<file path="src/include/bp_settings.svh">
`ifndef BP_SETTINGS_SVH
`define BP_SETTINGS_SVH

// one signed fixed-point value
`define BP_DATA_W     16
`define BP_FRAC_BITS  8

// lanes per row, also rows per layer
`define BP_SIZE       3
`define BP_MAX_LAYERS 4

// read request to weight update output
`define BP_LATENCY    3

`endif

</file>
<file path="src/rtl/bp_pkg.sv">
`default_nettype none

`include "bp_settings.svh"

package bp_pkg;

    typedef logic signed [`BP_DATA_W-1:0] fixed_t;

    // lane 0 sits in the top bits
    typedef logic [`BP_DATA_W*`BP_SIZE-1:0] row_t;

    typedef logic [$clog2(`BP_MAX_LAYERS)-1:0] layer_idx_t;
    typedef logic [$clog2(`BP_SIZE)-1:0]       row_idx_t;

    typedef enum logic {
        IDLE,
        SWEEP
    } seq_state_t;

    typedef struct packed {
        logic       en;
        layer_idx_t layer;
        row_idx_t   row;
        row_t       start_row;
        row_t       act_row;
    } store_req_t;

    typedef struct packed {
        logic       valid;
        layer_idx_t layer;
        row_idx_t   row;
    } read_tag_t;

    typedef struct packed {
        read_tag_t                tag;
        row_t [`BP_SIZE-1:0]      chain;
        row_t                     start_row;
    } chain_stage_t;

    typedef struct packed {
        read_tag_t tag;
        row_t      grad;
    } weight_update_t;

    // Q8.8 product, arithmetic shift then truncate
    function automatic fixed_t fx_mul(input fixed_t a, input fixed_t b);
        logic signed [2*`BP_DATA_W-1:0] prod;
        logic signed [2*`BP_DATA_W-1:0] scaled;
        prod = a * b;
        scaled = prod >>> `BP_FRAC_BITS;
        return scaled[`BP_DATA_W-1:0];
    endfunction

    // plain wrap, no saturation
    function automatic fixed_t fx_add(input fixed_t a, input fixed_t b);
        return a + b;
    endfunction

endpackage

`default_nettype wire

</file>
<file path="src/rtl/start_store.sv">
`default_nettype none

`include "bp_settings.svh"

module start_store (
    input  logic                         clk,
    input  logic                         reset_i,
    input  bp_pkg::store_req_t           store_req_i,
    input  bp_pkg::read_tag_t            read_tag_i,
    output bp_pkg::read_tag_t            read_tag_o,
    output bp_pkg::row_t [`BP_SIZE-1:0]  act_rows_o,
    output bp_pkg::row_t                 start_row_o
);
    import bp_pkg::*;

    // one entry per layer, each holding every row of that layer
    row_t [`BP_SIZE-1:0] start_mem [`BP_MAX_LAYERS];
    row_t [`BP_SIZE-1:0] act_mem   [`BP_MAX_LAYERS];

    read_tag_t           tag_q;
    row_t [`BP_SIZE-1:0] act_rows_q;
    row_t                start_row_q;
    logic                wr_row_ok;

    assign wr_row_ok = (store_req_i.row < row_idx_t'(`BP_SIZE));

    always_ff @(posedge clk) begin
        if (reset_i) begin
            for (int l = 0; l < `BP_MAX_LAYERS; l++) begin
                start_mem[l] <= '0;
                act_mem[l]   <= '0;
            end
        end else if (store_req_i.en && wr_row_ok) begin
            start_mem[store_req_i.layer][store_req_i.row] <= store_req_i.start_row;
            act_mem[store_req_i.layer][store_req_i.row]   <= store_req_i.act_row;
        end
    end

    always_ff @(posedge clk) begin
        if (reset_i) begin
            tag_q <= '0;
        end else begin
            tag_q <= read_tag_i;
        end
    end

    // registered read, whole activation layer plus one start row
    always_ff @(posedge clk) begin
        act_rows_q  <= act_mem[read_tag_i.layer];
        start_row_q <= start_mem[read_tag_i.layer][read_tag_i.row];
    end

    assign read_tag_o  = tag_q;
    assign act_rows_o  = act_rows_q;
    assign start_row_o = start_row_q;

endmodule

`default_nettype wire

</file>
<file path="config.mk">
export PLATFORM = sky130hd
export DESIGN_NAME = start_store
export DESIGN_NICKNAME = d
export VERILOG_FILES = /design/src/rtl/bp_pkg.sv /design/src/rtl/start_store.sv
export VERILOG_INCLUDE_DIRS = /design/src /design/src/include
export SDC_FILE = /design/constraint.sdc
export NUM_CORES = 1
export LEC_CHECK = 0
export CAP_MARGIN = 20
export CORE_UTILIZATION = 57
export CTS_CLUSTER_SIZE = 25
export DETAILED_ROUTE_END_ITERATION = 10
export DONT_BUFFER_PORTS = 1
export HOLD_SLACK_MARGIN = 0.15
export MAX_ROUTING_LAYER = met4
export PLACE_DENSITY = 0.75
export SLEW_MARGIN = 20
export SYNTH_ARGS = -nofsm -noshare
export SYNTH_HDL_FRONTEND = slang
export SYNTH_SLANG_ARGS = --single-unit
export TNS_END_PERCENT = 20
</file>
<file path="constraint.sdc">
create_clock -name clk -period 3.7 [get_ports clk]
set_clock_uncertainty 0.1 [all_clocks]
set_input_delay 0.37 -clock clk [delete_from_list [all_inputs] [get_ports clk]]
set_output_delay 0.37 -clock clk [all_outputs]
set_load 0.02 [all_outputs]
</file>
==> results of run 1 <==
[power by group]
group | leakage [µW] | switching (µW) | internal (µW)
logic | 0.00576 | 1170 | 1040
registers | 0.0127 | 652 | 17500
clock network | 0.00209 | 5810 | 7470
total | 0.0205 | 7630 | 26000
[worst paths after layout]
| kind | to | start | slack, ns |
|---|---|---|---|
| max reg2reg | start_row_o[29] | start_mem[2][125] | 1.15 |
| max | act_mem[0][52] | reset_i | 0.41 |
| min reg2reg | act_rows_o[81] | act_mem[3][81] | 0.47 |
| min | start_mem[3][76] | store_req_i[99] | 0.19 |
[metrics by stage]
stage	hold WS, ns	setup slack (ns)	cells	area [µm²]	utilization (%)
after floorplan	0.3982	-0.04108	3174	51780	-
after global placement	0.3469	1.081	4207	53000	58.89
after detailed placement	0.3491	1.058	4207	53000	58.89
after CTS	0.1515	0.5277	4728	60090	66.76
after global routing	0.1732	0.3655	4732	60100	66.77
final	0.1908	0.4107	4732	60100	66.77
[logic make-up after synthesis]
family	count (synthesis)	share of synthesized area [%]
flip-flops	1349	74.43
AND/OR/NAND/NOR	1090	8.697
multiplexers	336	12.53
buffers and inverters	300	2.980
AO/OA/AOI/OAI	99	1.363
[layout make-up]
cell class | instances | area (µm²) | share of cell area [%]
Timing Repair Buffer | 335 | 3571 | 5.941
Multi-Input combinational cell | 1525 | 11880 | 19.76
Inverter | 96 | 360.3 | 0.5996
Clock inverter | 63 | 556.8 | 0.9264
Sequential cell | 1349 | 38540 | 64.12
Clock buffer | 184 | 3719 | 6.187
Antenna cell | 4 | 10.01 | 0.01665
Tap cell | 1176 | 1471 | 2.448
[sequential cells by signal, summed over array words and instances (netlist names)]
signal	cells
act_mem	576
read_tag_o	5
start_mem	576
start_row_o	48
act_rows_o	144
[routing by layer]
layer | share of wire (%) | GRT usage [%]
met4 | 2.6 | 9.619
met2 | 49 | 46.72
met1 | 38 | 40.23
met3 | 10 | 5.547
met5 | 0 | -
[worst max-delay path, stage by stage]
cell	delay, ns
sky130_fd_sc_hd__dlygate4sd3_1	0.84
sky130_fd_sc_hd__nor4b_2	0.18
sky130_fd_sc_hd__dlygate4sd3_1	0.64
sky130_fd_sc_hd__nand2_4	0.09
sky130_fd_sc_hd__buf_4	0.56
sky130_fd_sc_hd__buf_4	0.76
sky130_fd_sc_hd__nor2_1	0.11
[timing repair]
item	4_1_cts	5_1_grt
hold buffers	274	0
endpoints found under the hold margin	1589	0
gates resized for setup	0	0
[placed cells by master (no fill, tap or decap), types with 2 or more instances in the layout]
cell and count:
sky130_fd_sc_hd__nor2b_4 2, sky130_fd_sc_hd__clkinv_2 23, sky130_fd_sc_hd__bufinv_16 5, sky130_fd_sc_hd__inv_6 2
sky130_fd_sc_hd__edfxtp_1 1152, sky130_fd_sc_hd__inv_1 96, sky130_fd_sc_hd__o22ai_1 48, sky130_fd_sc_hd__buf_4 37
sky130_fd_sc_hd__inv_16 4, sky130_fd_sc_hd__a41o_4 3, sky130_fd_sc_hd__clkbuf_8 5, sky130_fd_sc_hd__nand2_1 48
sky130_fd_sc_hd__clkinvlp_4 2, sky130_fd_sc_hd__mux4_2 240, sky130_fd_sc_hd__nand3_2 40, sky130_fd_sc_hd__o31ai_2 3
sky130_fd_sc_hd__nand3_1 56, sky130_fd_sc_hd__nor2_1 913, sky130_fd_sc_hd__clkinv_1 20, sky130_fd_sc_hd__clkbuf_16 140
sky130_fd_sc_hd__clkbuf_1 39, sky130_fd_sc_hd__diode_2 4, sky130_fd_sc_hd__clkinv_8 6, sky130_fd_sc_hd__buf_16 4
sky130_fd_sc_hd__buf_12 24, sky130_fd_sc_hd__dfxtp_1 197, sky130_fd_sc_hd__nor2b_1 7, sky130_fd_sc_hd__dlygate4sd3_1 270
sky130_fd_sc_hd__o31ai_1 45, sky130_fd_sc_hd__nand2_4 10, sky130_fd_sc_hd__nand2b_4 9, sky130_fd_sc_hd__mux2_2 96
==> results.md, run 1 <==
- The flow ran to the end, and the final reports show no timing, DRC or antenna violations.
- Data on the critical path is required at its endpoint by 4.05 ns.
- The root buffer selected by CTS is sky130_fd_sc_hd__clkbuf_16.
- The via count is 29327.
- The layout cell share with drive strength beyond 1 is 18.58%.
- After technology mapping, the gate count stands at 3174.
- The pin count of the biggest net entering global routing is 269.
- Among all cell types in the netlist, the one instantiated most often is sky130_fd_sc_hd__edfxtp_1.
- The class of the tightest hold or removal check is input pin to flop.
- The number of fill cells in the layout is 5871.
- The highest net fanout along the worst path is 56.
- The clock period minus final worst setup slack is 3.289 ns.
- By count the netlist is led by sky130_fd_sc_hd__edfxtp_1 (1152), sky130_fd_sc_hd__nor2_1 (913), sky130_fd_sc_hd__mux4_2 (240).
- The number of antenna violations at the first check in global routing is 5.
- The biggest area consumer among synthesized cells is sky130_fd_sc_hd__edfxtp_1.
- In the final design database the tool counted around 3600 nets.
- The share of flip-flops with an asynchronous set or reset is 0%.
- The total wire length is 131.6 mm.
- In this run the post-CTS setup repair buffer count came out at 0.
- The die outline width is 303.4 µm.
- The number of iterations in the first detailed-routing pass is 5.
- The routability congestion estimate from global placement is 0.8034.
- The HPWL reported at the end of detailed placement is 70.05 mm.
- The overall die height is 303.4 µm.
- The starting utilization of the core area is 57.52%.
- The count of pins on the block boundary is 305.
- The worst setup path is captured at a flop.
- The final setup TNS is 0 ns.
- Global routing used 29.91% of the available tracks.
- The area added between synthesis and finish is 16.08%.
- Summing the sequential cell areas from Yosys gives roughly 74% of the chip area.
- In this run, synthesis inferred between 1000 and 1500 flip-flops with an integrated enable.
- The number of clock sinks is 1349.
- The via density per instance is about 6.2.
- The peak clock frequency supported by timing is 304.0 MHz.
- The remaining max-slew budget at the tightest pin is 28.46%.
- The total setup violations reported at the end of the flow is 0.
- The worst-skew pair later-pin latency is between 0.7 and 0.8 ns.
- After detailed routing, the average wire length per cell comes to 27.81 µm.
- The path type of the worst setup path is input pin to flop.
- In this run, the number of DRC markers left after iteration 0 of detailed routing was 3803.
- Summed over all cells, the static leakage comes to ~0.021 µW.
- The worst hold path cell count is 1.
- Counting every net in the synthesized netlist gives 3282.
- Port buffering added 0 buffers.
- VDD sags by at most 0.5020 mV.
- The floorplan row count is 110.
- The type of element launching the critical path is an input pin.
- A synthesized cell averages about 16 µm².
- The overall overflow remaining after global route is 0.
- The count of endpoints failing hold in the final timing report was 0.
- The detail route stage leaves a number of antenna-violating nets equal to 0.
- Setup repair after global routing left no endpoint under its margin.
- The die covers 92040 µm².
- The CTS tree is done.
- The number of buffers added by the clock tree synthesis step is roughly 140.
- At the pin with the least slew margin, the transition time is 1.073 ns.
- In this run, synthesis produced a sequential element count of 1349.
- The number of violations of the max-capacitance limit is 0.
- The final period utilization is 88.90%.
- The arrival time of the worst setup path is between 3 and 4 ns.
- The count of pins over their slew limit came to 0.
- The core area is 90010 µm².
- The area share of the largest cell type after synthesis is about two thirds.
- Ranked by total cell area, the synthesized netlist is headed by sky130_fd_sc_hd__edfxtp_1 (67%), sky130_fd_sc_hd__mux4_2 (10%), sky130_fd_sc_hd__dfxtp_1 (7.6%).
- The total power is 33670 µW.
- The number of distinct library cells after synthesis is 26.
- The mapped netlist covers 51770 µm².
- The first global-routing pass estimated 193.2 mm of wire.
- For this run, design rule violations remaining after detail routing come to 0.
- After clock tree synthesis, the clock-pin slew on the worst setup and hold paths is 0.06 ns.
- The cell area power density is 560.2 nW/µm².
- The via count of the first global-routing pass is 30522.
- No sink is reached through more buffers than the 3 on the longest clock path.
- For the worst flop-to-flop path, the logic depth is 5.
- The Yosys warning count is 0.
- The clock tree synthesis step divided the H-tree into 4 levels.
- Among all flip-flop cells after synthesis, the most frequent one is sky130_fd_sc_hd__edfxtp_1.
No activity file was read; power rests on OpenSTA's default activity.
==> run 2, diff against run 1 <==
Settings changed: ABC_AREA set to 1.
==> results.md, run 2 <==
- The share of flip-flops with an asynchronous set or reset was 0% (unchanged).
- The count of pins over their slew limit is 0 (unchanged).
- The final period utilization was 93.39% (+4.5 points).
- The starting utilization of the core area came to 57.78% (+0.26 points).
- The number of DRC violations after detailed-routing iteration 0 is 5496 (+45%).
- The commonest non-fill, non-tap cell in the layout is sky130_fd_sc_hd__edfxtp_1.
- The total power is 35340 µW (+5.0%).
- The critical path is of the input pin to flop type.
- The post-CTS setup repair buffer count is 0 (unchanged).
- The core area is 98710 µm² (+9.7%).
- The share of the yosys chip area belonging to registers came to 67.57% (-6.9 points).
- The CTS tree is done.
- For this run, the leading register cell type out of synthesis is sky130_fd_sc_hd__edfxtp_1.
- The number of synthesized flops with an enable pin is 1152 (unchanged).
- By area the synthesized netlist is led by sky130_fd_sc_hd__edfxtp_1 (61%), sky130_fd_sc_hd__dfxtp_1 (6.9%), sky130_fd_sc_hd__nor3_1 (5.2%).
- The most repeated cell in the gate-level netlist after synthesis is sky130_fd_sc_hd__edfxtp_1.
- The number of clock sinks is 1349 (unchanged).
- The flow ran to the end, and the final reports show no timing, DRC or antenna violations.
- The number of antenna violations at the first check in global routing is 15 (+10).
- The final setup TNS came to 0 ns (unchanged).
- The synthesized netlist net count is 5127 (+56%).
- The delay of the slowest critical-path stage is 0.58 ns (-0.26 ns).
- The number of H-tree levels is 4 (unchanged).
- The cell sitting at the root of the clock tree is a sky130_fd_sc_hd__clkbuf_16.
- The routed length on met1 came to 59.31 mm (+19%).
- The die outline width is 318.3 µm (+4.9%).
- The HPWL reported at the end of detailed placement is 73.39 mm (+4.8%).
- The slew at the pin closest to its max-slew limit came to 1.209 ns (+0.1357 ns).
- The number of nets at the end of the flow is 5270 (+48%).
- The commonest cells after synthesis are sky130_fd_sc_hd__edfxtp_1 (1152), sky130_fd_sc_hd__nand2_1 (637), sky130_fd_sc_hd__nor3_1 (594).
- The overall overflow remaining after global route came to 0 (unchanged).
- The layout cell share with drive strength beyond 1 came to 12.00% (-6.6 points).
- Setup repair after global routing left no endpoint under its margin.
- The number of distinct library cells after synthesis was 25 (-3.8%).
- The area enclosed by the die boundary is 101300 µm² (+10%).
- The floorplan row count is 115 (+4.5%).
- The overall die height was 318.3 µm (+4.9%).
- The count of pins on the block boundary is 305 (unchanged).
- The area share of the largest cell type after synthesis is 60.66% (-6.2 points).
- The number of buffers added by the clock tree synthesis step is 140 (+2.9%).
- The data required time of the critical path was 4.23 ns (+0.18 ns).
- The via density per instance is 6.101 (-1.6%).
- The biggest area consumer among synthesized cells is sky130_fd_sc_hd__edfxtp_1.
- The combined flip-flop and latch cell area is 38540 µm² (unchanged).
- The sum of met2 wire segment lengths after detailed routing is 75.51 mm (+17%).
- The routed length per instance is 23.77 µm (-15%).
- The clock transition at the registers of the reported paths came to 0.06 ns (about the same).
- The worst hold path belongs to the class input pin to flop.
- The highest net fanout along the worst path is 313 (+460%).
- The met3 wirelength from detailed routing is 15.54 mm (+15%).
- The count of endpoints failing hold in the final timing report is 0 (unchanged).
- The aggregate global-route resource usage is 31.74% (+1.8 points).
- The post-layout instance count excluding filler cells is 6577 (+39%).
- The slowest stage of the critical path is the sky130_fd_sc_hd__dlygate4sd3_1 cell.
- The maximum vdd ir drop is 0.3511 mV (-30%).
- The number of iterations in the first detailed-routing pass is 6 (+1).
- The routability congestion estimate from global placement was 0.7814 (-2.7%).
- The number of buffers on the longest clock path is 3 (unchanged).
- The path depth of the worst reg2reg path is 10 (+5).
- The worst hold path cell count is 3 (+2).
- The summed instance area of the synthesized netlist was 57030 µm² (+10%).
- The synthesis-stage register bit count is 1349 (unchanged).
- The reported leakage power came to 0.02364 µW (+15%).
- The number of fill cells in the layout is 6889 (+17%).
- The synthesized instance count is 5019 (+58%).
- The remaining max-slew budget at the tightest pin came to 19.14% (-9.3 points).
- The Yosys warning count came to 0 (unchanged).
- The number of design rule violations left after detail routing is 0 (unchanged).
- The number of violations of the max-capacitance limit is 0 (unchanged).
- Relative to the synthesized area, the layout overhead comes to 15.81%.
- The via count of the first global-routing pass was 39325 (+29%).
- The post-CTS resize count is 0 (unchanged).
- The area of the multi-input gates is 15220 µm² (+28%).
- The via count was 40126 (+37%).
- The placed cell count is 5970 (+42%).
- The highest layer touched by signal routing is met4.
- The type of element launching the critical path is an input pin.
- Leaving out fill and tap cells, the most frequent cells in the layout are sky130_fd_sc_hd__edfxtp_1 (1152), sky130_fd_sc_hd__nand2_1 (634), sky130_fd_sc_hd__nor3_1 (594), sky130_fd_sc_hd__nor2_1 (439), sky130_fd_sc_hd__o21ai_0 (405).
- The average size of a mapped cell came to 11.36 µm² (-30%).
- The cell area power density was 535.1 nW/µm² (-4.5%).
- The total setup violations reported at the end of the flow is 0 (unchanged).
- The count of nets left with antenna violations after detail routing was 0 (unchanged).
- The kind of capture point of the worst setup path is a flop.
- The core utilization of the finished layout is 66.91% (+0.14 points).
- The worst-skew pair later-pin latency is 0.76 ns (about the same).
- The clock period minus final worst setup slack is 3.455 ns (+0.1660 ns).
- The pin count of the biggest net entering global routing is 314 (+17%).
- The total wire length is 156.3 mm (+19%).
- Walking the worst path, the cells encountered are inv_16, buf_4, nand2_1, nand3_1, nand3_1, dlygate4sd3_1, nand3_1, dlygate4sd3_1, nand2_1, dlygate4sd3_1.
- The peak clock frequency supported by timing is 289.4 MHz (-4.8%).
- The number of port buffers was 0 (unchanged).
- The total of hold buffers inserted after clock tree synthesis was 337 (+23%).
- The global-route wire length before repair is 236.9 mm (+23%).
- The arrival time of the worst setup path is 3.98 ns (+0.34 ns).
run 2: cell types whose count changed after synthesis, moves of 108 or more:
cell                       change
sky130_fd_sc_hd__buf_2       +108
sky130_fd_sc_hd__mux4_2      -240
sky130_fd_sc_hd__nor3_1      +594
sky130_fd_sc_hd__nor2_1      -470
sky130_fd_sc_hd__o21ai_0     +412
sky130_fd_sc_hd__clkbuf_1    +119
sky130_fd_sc_hd__inv_1       +294
sky130_fd_sc_hd__nand3_1     +233
sky130_fd_sc_hd__nand2_1     +584
sky130_fd_sc_hd__nor3_2      +270
run 2: kinds of logic after synthesis:
family	after synthesis	synth area share (%)
simple gates	2274	20.88
buf+inv	808	6.071
compound gates	588	5.480
flops	1349	67.57
run 2: critical path: cells and delay by family:
kind          cells  cell delay, ns
buf+inv           5            2.73
simple gates      5            0.40
run 2: stage by stage:
step	cell area (µm²)	hold WS (ns)	setup slack (ns)
2_1_floorplan	57080	0.3717	-0.5905
3_3_place_gp	57900	0.3453	0.7589
3_5_place_dp	57900	0.3451	0.7485
4_1_cts	66010	0.1519	0.4105
5_1_grt	66040	0.1941	0.1980
6_report	66050	0.1987	0.2447
run 2: area by class of cell:
type | count | area share (%)
antenna | 15 | 0.05683
sequential | 1349 | 58.35
multi-input combinational | 2862 | 23.04
timing repair buffer | 415 | 6.778
clock buffer | 211 | 6.354
clock inverter | 44 | 0.6896
inverter | 394 | 2.298
tap | 1287 | 2.438
run 2: worst paths after layout:
path | slack, ns | start | to
min | 0.20 | store_req_i[99] | start_mem[1][53]
max | 0.24 | read_tag_i[2] | start_row_o[17]
max reg2reg | 0.40 | start_mem[3][34] | start_row_o[34]
min reg2reg | 0.41 | act_mem[0][50] | act_rows_o[50]
run 2: power breakdown:
part / switching (µW) / internal (µW)
combinational: 2040 / 911
sequential: 640 / 17600
clock: 5880 / 8240
total: 8570 / 26800
run 2: metal layers:
metal | up-vias | global-route usage [%]
li1 | 17852 | -
met1 | 19507 | 40.80
met2 | 2398 | 50.43
met3 | 369 | 4.782
met4 | 0 | 13.77
met5 | - | -
